**config.mk**
```make
export PLATFORM = sky130hd
export DESIGN_NAME = sw_scratch_regs
export DESIGN_NICKNAME = d
export VERILOG_FILES = /design/src/common/glbl_reg_pkg.sv /design/src/glbl_reg/sw_scratch_regs.sv
export SDC_FILE = /design/constraint.sdc
export NUM_CORES = 1
export LEC_CHECK = 0
export BUFFER_PORTS_ARGS = -buffer_cell sky130_fd_sc_hd__buf_2
export CAP_MARGIN = 20
export CORE_MARGIN = 3
export CORE_UTILIZATION = 35
export DETAILED_ROUTE_END_ITERATION = 10
export PLACE_DENSITY = 0.59
export SLEW_MARGIN = 0
export SYNTH_ARGS = -nofsm -noshare
export SYNTH_HDL_FRONTEND = slang
export SYNTH_SLANG_ARGS = --single-unit
export TNS_END_PERCENT = 100
```
**constraint.sdc**
```tcl
create_clock -name mclk -period 1.1 [get_ports mclk]
set_input_delay 0.22 -clock mclk [delete_from_list [all_inputs] [get_ports mclk]]
set_output_delay 0.22 -clock mclk [all_outputs]
set_load 0.02 [all_outputs]
```
**src/common/glbl_reg_pkg.sv**
```systemverilog
//------------------------------------------------
// Global register block shared definitions
// Bus widths, register map, reset words, field
// positions and interrupt source map
//------------------------------------------------
package glbl_reg_pkg;

   // Register bus geometry
   localparam int DATA_W      = 32;
   localparam int ADDR_W      = 5;
   localparam int BE_W        = 4;
   localparam int NUM_REGS    = 32;
   localparam int NUM_SW_REGS = 8;

   //------------------------------------------------
   // Register word addresses
   //------------------------------------------------
   localparam logic [ADDR_W-1:0] ADDR_CHIP_ID    = 5'd0;
   localparam logic [ADDR_W-1:0] ADDR_RST_CTRL   = 5'd1;
   localparam logic [ADDR_W-1:0] ADDR_CFG1       = 5'd2;
   localparam logic [ADDR_W-1:0] ADDR_INTR_MASK  = 5'd3;
   localparam logic [ADDR_W-1:0] ADDR_INTR_STAT  = 5'd4;
   localparam logic [ADDR_W-1:0] ADDR_MULTI_FUNC = 5'd5;
   localparam logic [ADDR_W-1:0] ADDR_MAILBOX    = 5'd15;
   localparam logic [ADDR_W-1:0] ADDR_SW_BASE    = 5'd16;

   // Chip ID fields, "RD" in ASCII for the maker code
   localparam logic [15:0] CHIP_MANU_ID  = 16'h8268;
   localparam logic [3:0]  CHIP_CORE_CNT = 4'h4;
   localparam logic [3:0]  CHIP_NUM      = 4'h5;
   localparam logic [7:0]  CHIP_REV      = 8'h01;
   localparam logic [DATA_W-1:0] CHIP_ID_WORD =
      {CHIP_MANU_ID, CHIP_CORE_CNT, CHIP_NUM, CHIP_REV};

   //------------------------------------------------
   // Reset words
   //------------------------------------------------
   // CPU interface and QSPI out of reset, core 0 only on boot strap
   localparam logic [DATA_W-1:0] RST_CTRL_DEFAULT      = 32'h0000_0003;
   localparam logic [DATA_W-1:0] RST_CTRL_BOOT_DEFAULT = 32'h0000_0103;
   // UART master on at power-up
   localparam logic [DATA_W-1:0] MULTI_FUNC_DEFAULT    = 32'h8000_0000;
   // Index 0 sits in the low word
   localparam logic [NUM_SW_REGS-1:0][DATA_W-1:0] SW_REG_DEFAULTS = {
      32'h0, 32'h0, 32'h0, 32'h0, 32'h0,
      32'h0005_2000,
      32'h1505_2024,
      32'h8273_8343
   };

   // Reset-control bit map, all active low
   localparam int RST_BIT_CPU_INTF = 0;
   localparam int RST_BIT_QSPIM    = 1;
   localparam int RST_BIT_SSPIM    = 2;
   localparam int RST_BIT_UART0    = 3;
   localparam int RST_BIT_I2CM     = 4;
   localparam int RST_BIT_USB      = 5;
   localparam int RST_BIT_UART1    = 6;
   localparam int RST_LSB_CPU_CORE = 8;

   // Configuration word fields
   localparam int CFG1_LSB_RISCV_CTRL = 16;
   localparam int CFG1_BIT_SOFT_IRQ   = 3;
   localparam int CFG1_LSB_USER_IRQ   = 0;
   localparam int CFG1_LSB_SRAM_EDGE  = 12;
   localparam int CFG1_LSB_CACHE_BYP  = 26;

   // Interrupt sources, bits 7:5 unused
   localparam int INTR_BIT_TIMER = 0;
   localparam int INTR_BIT_I2CM  = 3;
   localparam int INTR_BIT_USB   = 4;
   localparam int INTR_LSB_GPIO  = 8;

   // Byte-enabled update of one register word
   function automatic logic [DATA_W-1:0] be_merge(input logic [DATA_W-1:0] old_word,
                                                 input logic [DATA_W-1:0] new_word,
                                                 input logic [BE_W-1:0]   be);
      logic [DATA_W-1:0] res;
      res = old_word;
      for (int b = 0; b < BE_W; b++) begin
         if (be[b]) begin
            res[8*b +: 8] = new_word[8*b +: 8];
         end
      end
      return res;
   endfunction

endpackage

```
**src/glbl_reg/sw_scratch_regs.sv**
```systemverilog
//------------------------------------------------
// Mailbox and software scratch registers
//------------------------------------------------
`timescale 1ns/1ps

module sw_scratch_regs (
   input  logic                                  mclk,
   input  logic                                  s_reset_n,
   input  logic                                  wr_stb_mailbox,
   input  logic [glbl_reg_pkg::NUM_SW_REGS-1:0]  wr_stb_sw,
   input  logic [glbl_reg_pkg::BE_W-1:0]         wr_be,
   input  logic [glbl_reg_pkg::DATA_W-1:0]       wr_data,
   output logic [glbl_reg_pkg::DATA_W-1:0]       mailbox_q,
   output logic [glbl_reg_pkg::DATA_W-1:0]       sw_reg_q [glbl_reg_pkg::NUM_SW_REGS]
);

   // Mailbox between cores, cleared on reset
   always_ff @(posedge mclk or negedge s_reset_n) begin
      if (!s_reset_n) begin
         mailbox_q <= '0;
      end else if (wr_stb_mailbox) begin
         mailbox_q <= glbl_reg_pkg::be_merge(mailbox_q, wr_data, wr_be);
      end
   end

   //------------------------------------------------
   // Software registers
   //------------------------------------------------
   // Words 0 to 2 come up with signature, release date and revision
   always_ff @(posedge mclk or negedge s_reset_n) begin
      if (!s_reset_n) begin
         for (int i = 0; i < glbl_reg_pkg::NUM_SW_REGS; i++) begin
            sw_reg_q[i] <= glbl_reg_pkg::SW_REG_DEFAULTS[i];
         end
      end else begin
         for (int i = 0; i < glbl_reg_pkg::NUM_SW_REGS; i++) begin
            if (wr_stb_sw[i]) begin
               sw_reg_q[i] <= glbl_reg_pkg::be_merge(sw_reg_q[i], wr_data, wr_be);
            end
         end
      end
   end

endmodule

```
==> flow_metrics.py <==
metrics = {
    "worst_setup_path": {
        "arrival_ps": 1210,
        "end_kind": "primary output",
        "cp-startpoint": "sw_reg_q[255]$_DFFE_PN1P_",
        "crit_type": "flop to primary output",
        "crit_chain": "buf_6",
        "start_kind": "flop",
        "critPathMaxFanout": 2,
        "worstPathRequired_ps": 880,
        "rr_startpoint": "mailbox_q[7]$_DFFE_PN0P_",
        "crit_path_max_incr_delay_ps": 550,
        "slowest_stage": "dfstp_2",
        "worst-path-buf-inv": 1,
        "crit_family": "flip-flops",
    },
    "timing": {
        "setup_violations": 288,
        "post-route-period-util": 1.30,
        "worst_pin_slew_ps": 321,
        "slew_viol_final": 0,
        "setup_tns_ps": -57400,
        "hold_viol_final": 0,
        "max_slew_margin": 0.785,
        "finalWorstSetupSlack_ps": -330,
        "finClkSkew_ps": 0,
        "whs_ps": 34.2,
        "period_needed_ps": 1430,
        "rsz0062_at_grt": "true",
        "fmax_ghz": 0.699,
    },
    "worst_hold_path": {
        "timing.hold.worst.start": "wr_data[23]",
        "min_path_type": "input pin to flop",
    },
    "drt": {
        "first_pass_iters": 4,
        "postRouteWirelength_um": 30700,
        "via_per_inst": 4.78,
        "routed-via-count": 6978,
        "ant_nets": 0,
        "drt_iter0_markers": 201,
        "avgRoutedWirePerCell_um": 21.1,
        "drc_errors": 0,
    },
    "logic_synthesis": {
        "netlist_area_mm2": 0.0108,
        "yosysTopAreaCell": "dfrtp_1",
        "yosysWarnings": 0,
        "ys_seq_area_frac": 0.673,
        "synth_top_cell_area_share": 0.615,
        "avgSynthCellArea_um2": 17.5,
        "yosysUniqueCellTypes": 5,
        "synth_area_leaders": "dfrtp_1 (61%), mux2_2 (30%), dfstp_2 (5.9%), nand2_2 (2.1%), buf_6 (0.42%)",
        "mappedNetlistNets": 663,
        "netlist_instances": 616,
        "ys_ff_latch": 288,
    },
    "clock_network": {
        "clockBufferDepth": 3,
        "path_clk_slew_ps": 60,
        "cts.sinks": 288,
        "cts_tree": "done",
        "clk_latency_ps": 540,
        "cts_root_buf": "clkbuf_16",
        "numCtsBuffers": 31,
        "cts_max_level": 1,
    },
    "cells_and_area": {
        "final_util": 0.548,
        "layout_common_cells": "mux2_2 (288), buf_6 (288), dfrtp_1 (264)",
        "fin_cells": 1459,
        "fin_nets": 1090,
        "final_area_mm2": 0.0164,
        "drive_gt1_frac": 0.744,
        "syn2layout_area_growth_pct": 52.7,
    },
    "global_routing": {
        "grt_remaining_overflow": 0,
        "grt_pass1_wl_um": 46800,
        "antenna_found_initial": 4,
        "grt_pass1_vias": 7481,
        "grt_util_all_layers": 0.182,
        "grt_max_degree": 39,
    },
    "power_and_ir_drop": {
        "power.density_mw_per_mm2": 1950,
        "total_power_mw": 32.0,
        "vdd_drop_max_v": 0.00129,
        "leakage_nw": 7.47,
    },
    "job": {
        "maxCapViolations": 0,
    },
    "floorplanning": {
        "dieArea_mm2": 0.0329,
        "die_w_um": 181,
        "row_count": 63,
        "die_h_um": 181,
        "ioPinCount": 335,
        "core_area_mm2": 0.0300,
        "initial_utilization": 0.359,
    },
    "placement": {
        "dp_slack_ps": -143,
        "placedInstanceArea_mm2": 0.0134,
        "io_buffers": 334,
        "gp_congestion": 0.733,
        "placedCellCount": 1366,
        "dp_hpwl_um": 21400,
    },
    "status": {
        "status": "finished with violations",
        "failed_checks": "negative setup slack",
    },
}
registers in the layout, indices dropped and copies added (netlist names):
signal	count
sw_reg_q	256
mailbox_q	32
Yosys cell counts:
cell type / number
dfrtp_1: 264
buf_6: 4
mux2_2: 288
nand2_2: 36
dfstp_2: 24
where the power goes:
part	switching, mW	internal [mW]	total (mW)
sequential	1.18	12.3	13.5
combinational	4.00	4.63	8.62
clock	4.12	5.80	9.92
total	9.29	22.7	32.0
final cells by class:
cell class / instances / area (µm²)
Multi-Input combinational cell: 324 / 3470
Timing Repair Buffer: 398 / 4230
Antenna cell: 2 / 5.00
Sequential cell: 288 / 7240
Fill cell: 2443 / 13500
Clock inverter: 13 / 96.3
Clock buffer: 44 / 885
Tap cell: 390 / 488
worst paths after layout:
path / end / slack [ps] / cells after the start
min: mailbox_q[23]$_DFFE_PN0P_ / 30 / 2
min in group asynchronous: sw_reg_q[7]$_DFFE_PN0P_ / 170 / 2
max in group asynchronous: sw_reg_q[173]$_DFFE_PN1P_ / 340 / 3
min reg2reg: sw_reg_q[91]$_DFFE_PN0P_ / 530 / 1
max: sw_reg_q[255] / -330 / 1
max reg2reg: mailbox_q[7]$_DFFE_PN0P_ / 110 / 3
logic make-up after synthesis:
kind of cell / after synthesis / synth area share
flops: 288 / 0.673
mux: 288 / 0.302
simple gates: 36 / 0.0210
buf+inv: 4 / 0.00419
metal layers:
layer  track usage  vias to the layer above  wire (µm)
met5             0                        -         14
met1         0.242                     3636      13300
met4        0.0335                        4        524
met2         0.303                      220      14800
li1              -                     3082          -
met3        0.0527                       36       2030
timing repair:
action	4_1_cts	5_1_grt
setup endpoints to repair	288	288
hold buffers	2	0
setup buffers	13	19
gates resized for setup	576	0
endpoints found under the hold margin	268	0
No activity file was read; power rests on OpenSTA's default activity.
