--- config.mk ---
export PLATFORM = sky130hd
export DESIGN_NAME = reg_bus_ctrl
export DESIGN_NICKNAME = d
export VERILOG_FILES = /design/src/common/glbl_reg_pkg.sv /design/src/glbl_reg/reg_bus_ctrl.sv
export SDC_FILE = /design/constraint.sdc
export NUM_CORES = 1
export LEC_CHECK = 0
export ABC_AREA = 1
export BUFFER_PORTS_ARGS = -buffer_cell sky130_fd_sc_hd__buf_2
export CAP_MARGIN = 20
export CORE_AREA = 2 2 232 234
export DETAILED_ROUTE_END_ITERATION = 6
export DIE_AREA = 0 0 234 236
export GPL_ROUTABILITY_DRIVEN = 0
export PLACE_DENSITY_LB_ADDON = 0.08
export SLEW_MARGIN = 20
export SYNTH_ARGS = -nofsm -noshare
export SYNTH_HDL_FRONTEND = slang
export SYNTH_SLANG_ARGS = --single-unit
--- constraint.sdc ---
create_clock -name mclk -period 1.35 [get_ports mclk]
set_input_delay 0 -clock mclk [delete_from_list [all_inputs] [get_ports mclk]]
set_output_delay 0 -clock mclk [all_outputs]
set_load 0.03 [all_outputs]
--- src/common/glbl_reg_pkg.sv ---
//------------------------------------------------
// Global register block shared definitions
// Bus widths, register map, reset words, field
// positions and interrupt source map
//------------------------------------------------
package glbl_reg_pkg;

   // Register bus geometry
   localparam int DATA_W      = 32;
   localparam int ADDR_W      = 5;
   localparam int BE_W        = 4;
   localparam int NUM_REGS    = 32;
   localparam int NUM_SW_REGS = 8;

   //------------------------------------------------
   // Register word addresses
   //------------------------------------------------
   localparam logic [ADDR_W-1:0] ADDR_CHIP_ID    = 5'd0;
   localparam logic [ADDR_W-1:0] ADDR_RST_CTRL   = 5'd1;
   localparam logic [ADDR_W-1:0] ADDR_CFG1       = 5'd2;
   localparam logic [ADDR_W-1:0] ADDR_INTR_MASK  = 5'd3;
   localparam logic [ADDR_W-1:0] ADDR_INTR_STAT  = 5'd4;
   localparam logic [ADDR_W-1:0] ADDR_MULTI_FUNC = 5'd5;
   localparam logic [ADDR_W-1:0] ADDR_MAILBOX    = 5'd15;
   localparam logic [ADDR_W-1:0] ADDR_SW_BASE    = 5'd16;

   // Chip ID fields, "RD" in ASCII for the maker code
   localparam logic [15:0] CHIP_MANU_ID  = 16'h8268;
   localparam logic [3:0]  CHIP_CORE_CNT = 4'h4;
   localparam logic [3:0]  CHIP_NUM      = 4'h5;
   localparam logic [7:0]  CHIP_REV      = 8'h01;
   localparam logic [DATA_W-1:0] CHIP_ID_WORD =
      {CHIP_MANU_ID, CHIP_CORE_CNT, CHIP_NUM, CHIP_REV};

   //------------------------------------------------
   // Reset words
   //------------------------------------------------
   // CPU interface and QSPI out of reset, core 0 only on boot strap
   localparam logic [DATA_W-1:0] RST_CTRL_DEFAULT      = 32'h0000_0003;
   localparam logic [DATA_W-1:0] RST_CTRL_BOOT_DEFAULT = 32'h0000_0103;
   // UART master on at power-up
   localparam logic [DATA_W-1:0] MULTI_FUNC_DEFAULT    = 32'h8000_0000;
   // Index 0 sits in the low word
   localparam logic [NUM_SW_REGS-1:0][DATA_W-1:0] SW_REG_DEFAULTS = {
      32'h0, 32'h0, 32'h0, 32'h0, 32'h0,
      32'h0005_2000,
      32'h1505_2024,
      32'h8273_8343
   };

   // Reset-control bit map, all active low
   localparam int RST_BIT_CPU_INTF = 0;
   localparam int RST_BIT_QSPIM    = 1;
   localparam int RST_BIT_SSPIM    = 2;
   localparam int RST_BIT_UART0    = 3;
   localparam int RST_BIT_I2CM     = 4;
   localparam int RST_BIT_USB      = 5;
   localparam int RST_BIT_UART1    = 6;
   localparam int RST_LSB_CPU_CORE = 8;

   // Configuration word fields
   localparam int CFG1_LSB_RISCV_CTRL = 16;
   localparam int CFG1_BIT_SOFT_IRQ   = 3;
   localparam int CFG1_LSB_USER_IRQ   = 0;
   localparam int CFG1_LSB_SRAM_EDGE  = 12;
   localparam int CFG1_LSB_CACHE_BYP  = 26;

   // Interrupt sources, bits 7:5 unused
   localparam int INTR_BIT_TIMER = 0;
   localparam int INTR_BIT_I2CM  = 3;
   localparam int INTR_BIT_USB   = 4;
   localparam int INTR_LSB_GPIO  = 8;

   // Byte-enabled update of one register word
   function automatic logic [DATA_W-1:0] be_merge(input logic [DATA_W-1:0] old_word,
                                                 input logic [DATA_W-1:0] new_word,
                                                 input logic [BE_W-1:0]   be);
      logic [DATA_W-1:0] res;
      res = old_word;
      for (int b = 0; b < BE_W; b++) begin
         if (be[b]) begin
            res[8*b +: 8] = new_word[8*b +: 8];
         end
      end
      return res;
   endfunction

endpackage

--- src/glbl_reg/reg_bus_ctrl.sv ---
//------------------------------------------------
// Register bus controller
// One-cycle ack, one-shot write strobes and the
// registered read multiplexer
//------------------------------------------------
`timescale 1ns/1ps

module reg_bus_ctrl (
   input  logic                               mclk,
   input  logic                               s_reset_n,
   input  logic                               reg_cs,
   input  logic                               reg_wr,
   input  logic [glbl_reg_pkg::ADDR_W-1:0]    reg_addr,
   input  logic [glbl_reg_pkg::BE_W-1:0]      reg_be,
   input  logic [glbl_reg_pkg::DATA_W-1:0]    reg_wdata,
   input  logic [glbl_reg_pkg::DATA_W-1:0]    rst_ctrl_q,
   input  logic [glbl_reg_pkg::DATA_W-1:0]    cfg1_q,
   input  logic [glbl_reg_pkg::DATA_W-1:0]    multi_func_q,
   input  logic [glbl_reg_pkg::DATA_W-1:0]    intr_mask_q,
   input  logic [glbl_reg_pkg::DATA_W-1:0]    intr_stat_q,
   input  logic [glbl_reg_pkg::DATA_W-1:0]    mailbox_q,
   input  logic [glbl_reg_pkg::DATA_W-1:0]    sw_reg_q [glbl_reg_pkg::NUM_SW_REGS],
   output logic [glbl_reg_pkg::DATA_W-1:0]    reg_rdata,
   output logic                               reg_ack,
   output logic [glbl_reg_pkg::NUM_REGS-1:0]  wr_stb,
   output logic [glbl_reg_pkg::BE_W-1:0]      wr_be,
   output logic [glbl_reg_pkg::DATA_W-1:0]    wr_data
);

   logic                              req_new;
   logic [glbl_reg_pkg::DATA_W-1:0]   rd_word;

   // Request cycle, cs seen while ack still low
   assign req_new = reg_cs & ~reg_ack;

   //------------------------------------------------
   // Write decode
   //------------------------------------------------
   // One-hot strobe, only in the request cycle so a held cs never rewrites
   assign wr_stb = (req_new & reg_wr) ?
                   ({{(glbl_reg_pkg::NUM_REGS-1){1'b0}}, 1'b1} << reg_addr) : '0;
   assign wr_be   = reg_be;
   assign wr_data = reg_wdata;

   //------------------------------------------------
   // Read mux
   //------------------------------------------------
   always_comb begin
      rd_word = '0;
      case (reg_addr)
         glbl_reg_pkg::ADDR_CHIP_ID:    rd_word = glbl_reg_pkg::CHIP_ID_WORD;
         glbl_reg_pkg::ADDR_RST_CTRL:   rd_word = rst_ctrl_q;
         glbl_reg_pkg::ADDR_CFG1:       rd_word = cfg1_q;
         glbl_reg_pkg::ADDR_INTR_MASK:  rd_word = intr_mask_q;
         glbl_reg_pkg::ADDR_INTR_STAT:  rd_word = intr_stat_q;
         glbl_reg_pkg::ADDR_MULTI_FUNC: rd_word = multi_func_q;
         glbl_reg_pkg::ADDR_MAILBOX:    rd_word = mailbox_q;
         default: begin
            // Software register window, anything else reads zero
            for (int i = 0; i < glbl_reg_pkg::NUM_SW_REGS; i++) begin
               if (int'(reg_addr) == int'(glbl_reg_pkg::ADDR_SW_BASE) + i) begin
                  rd_word = sw_reg_q[i];
               end
            end
         end
      endcase
   end

   // Ack and read data on the same edge, ack lasts one cycle
   always_ff @(posedge mclk or negedge s_reset_n) begin
      if (!s_reset_n) begin
         reg_ack   <= 1'b0;
         reg_rdata <= '0;
      end else if (req_new) begin
         reg_ack   <= 1'b1;
         reg_rdata <= rd_word;
      end else begin
         reg_ack   <= 1'b0;
      end
   end

endmodule

==> impl_metrics.env <==
export IMPL_path_buf_inv=4
export IMPL_placed_area_um2=10300
export IMPL_io_buffers=521
export IMPL_grt_max_degree=43
export IMPL_outcome="finished, violations left"
export IMPL_synth_commonest_cells="nand2_1, nor2_1, nand4_1, inv_1, nand3_1"
export IMPL_r2r_end="reg_rdata[16]$_DFFE_PN0P_"
export IMPL_drt_initial_drc_count=403
export IMPL_synth_ff_type="dfrtp_1"
export IMPL_setup_slack_ns=-0.272
export IMPL_hold_end="wr_data[18]"
export IMPL_slowest_stage="dfrtp_2"
export IMPL_clk_latency_ns=0.30
export IMPL_drive_gt1_share_pct=55.7
export IMPL_synth_nets=1566
export IMPL_reg2reg_setup_slack_ns=-0.17
export IMPL_cts_sinks=33
export IMPL_htree_levels=2
export IMPL_grt_ovfl_total=0
export IMPL_yosys_area_share_simple_pct=65.7
export IMPL_drc_errors=0
export IMPL_postRouteAntennaNets=0
export IMPL_utilization_pct=24.3
export IMPL_cts_tree="yes"
export IMPL_synth_top_area_cell="nand2_1"
export IMPL_p_leak_nw=6.39
export IMPL_grt_use_met2_pct=30.8
export IMPL_nNetsFinal=2226
export IMPL_start_util_pct=10.5
export IMPL_track_usage_pct=16.6
export IMPL_ys_warn_count=0
export IMPL_ys_types=21
export IMPL_whs_path_depth=0
export IMPL_fmax_mhz=617
export IMPL_synth_area_um2=5580
export IMPL_hp_class="in -> out"
export IMPL_cp_start_kind="flip-flop"
export IMPL_powerDensity_nw_per_um2=476
export IMPL_crit_required_ns=1.35
export IMPL_syn_avg_cell_area_um2=5.20
export IMPL_synth_top_family_by_area="simple AND/OR/NAND/NOR gates"
export IMPL_synth_area_leaders="nand2_1, nand4_1, dfrtp_1"
export IMPL_dieArea_um2=55200
export IMPL_vias_per_cell=4.06
export IMPL_violations="negative setup slack"
export IMPL_die_w_um=234
export IMPL_max_stage_delay_ns=0.42
export IMPL_slew_viol_final=0
export IMPL_hold_violations=0
export IMPL_synth_compound_area_share_pct=3.50
export IMPL_critPathKind="reg -> out"
export IMPL_hold_start="reg_wdata[18]"
export IMPL_dieHeight_um=236
export IMPL_finalInstanceArea_um2=12900
export IMPL_grt_pass1_wl_mm=66.1
export IMPL_worstPathArrival_ns=1.62
export IMPL_path_cells="nor2_4, buf_12, nand2_8, clkinv_8, nand2_8, buf_12, nor2_4, buf_6"
export IMPL_vias=9887
export IMPL_grt_use_met1_pct=18.6
export IMPL_cap_violations=0
export IMPL_peakVddDrop_v=0.000435
export IMPL_grt_busiest_layer="met2"
export IMPL_total_power_mw=6.13
export IMPL_clockBufferDepth=2
export IMPL_routed_wl_mm=52.5
export IMPL_rsz0062_at_grt="true"
export IMPL_layout_cells_non_filler=2436
export IMPL_r2r_cells=8
export IMPL_core_um2=53100
export IMPL_period_share_pct=120
export IMPL_cts_root_buf="clkbuf_16"
export IMPL_clkTransAtPathRegs_ns=0.06
export IMPL_finalSetupViolCount=49
export IMPL_syn_to_final_growth_pct=131
export IMPL_numCtsBuffers=5
export IMPL_cp_top_family="buffers and inverters"
export IMPL_ys_seq_area_share_pct=14.8
export IMPL_antenna_found_initial=21
export IMPL_period_needed_ns=1.62
export IMPL_post_drt_wl_per_cell_um=21.5
export IMPL_worst_pin_slew_ns=0.428
export IMPL_use_met3_pct=4.58
export IMPL_synth_most_common_cell="nand2_1"
export IMPL_synthMuxAreaShare_pct=0
export IMPL_fp_row_count=85
export IMPL_synthArstFlopShare_pct=100
export IMPL_relSlewSlack_pct=71.5
export IMPL_first_global_vias=9891
export IMPL_finalClockSkew_ns=0.00705
export IMPL_synthCells=1073
export IMPL_tns_ns=-7.35
export IMPL_synth_seq_cells=33
export IMPL_synthAdderAreaFrac_pct=0
export IMPL_synth_top_area_share_pct=24.7
export IMPL_io_pins=594
export IMPL_rr_startpoint="reg_ack$_DFF_PN0_"
export IMPL_synth_xor_area_share_pct=0
export IMPL_dp_hpwl_mm=40.2
export IMPL_synth_edff_count=0
export IMPL_worstPathMaxFanout=7
export IMPL_first_pass_iters=4
export IMPL_cp_end_kind="output pin"
export IMPL_placed_cells=2339
[worst register-to-register path, cell delays in order (launching register included)]
cell	delay [ns]
dfrtp_2	0.42
nor2_4	0.14
buf_4	0.17
buf_6	0.15
nand2_1	0.09
nor3_4	0.24
nand3_1	0.11
nand2_1	0.07
inv_1	0.03
[registers in the layout, summed over array words and instances (netlist names)]
name and count:
reg_rdata 32, reg_ack 1
[what timing repair did]
action,4_1_cts,5_1_grt
buffers inserted,14,66
cloned,5,17
hold buffers,1,0
pin swaps,17,121
gates resized for setup,125,217
hold endpoints to repair,33,0
setup endpoints to repair,64,65
[layout by cell type (no fill, tap or decap), types with 44 or more instances in the layout]
cell type / instances
buf_12: 58
buf_2: 484
buf_4: 124
buf_6: 67
inv_1: 71
nand2_1: 315
nand2_2: 44
nand3_1: 49
nand4_1: 143
nor2_1: 117
nor2_4: 52
[worst max path at each step]
| stage | start | cells past startpoint | end |
|---|---|---|---|
| finish | reg_ack$_DFF_PN0_ | 8 | wr_stb[22] |
| global route | reg_ack$_DFF_PN0_ | 8 | wr_stb[22] |
| CTS | reg_ack$_DFF_PN0_ | 7 | wr_stb[1] |
| detailed placement | reg_addr[1] | 13 | reg_rdata[18]$_DFFE_PN0P_ |
| global placement | reg_addr[3] | 14 | reg_rdata[16]$_DFFE_PN0P_ |
| floorplan | reg_ack$_DFF_PN0_ | 6 | wr_stb[10] |
[cell families (layout without fill, tap and decap cells)]
group           after synthesis  in the layout
other cells                   0              6
flops                        33             33
simple gates                813            813
compound gates               39             39
buf+inv                     188            849
[metal layers]
layer | part of all wire, % | wire (um) | up-vias
li1 | - | - | 4820
met1 | 40 | 21200 | 4618
met2 | 51 | 26800 | 359
met3 | 6.6 | 3490 | 66
met4 | 1.7 | 872 | 24
met5 | 0.25 | 133 | -
[layout make-up]
class | count | area (um2)
antenna | 6 | 15.0
multi-input combinational | 852 | 4780
tap | 696 | 871
inverter | 81 | 342
timing repair buffer | 760 | 5860
sequential | 33 | 827
fill | 6115 | 40200
clock inverter | 3 | 68.8
clock buffer | 5 | 125
[metrics by stage]
stage,hold slack [ns],setup slack [ns]
3_3_place_gp,-0.00250,-0.655
5_1_grt,0.0000434,-0.317
3_5_place_dp,-0.00480,-0.659
4_1_cts,0.000205,-0.296
6_report,0.0000117,-0.272
2_1_floorplan,-0.296,-0.0136
[power breakdown]
group	leakage [nW]	switching, mW	internal, mW
registers	0.399	0.105	1.15
clock network	0.0945	0.575	1.07
logic	5.89	1.77	1.46
total	6.39	2.45	3.68
(Power assumes the default switching activity.)
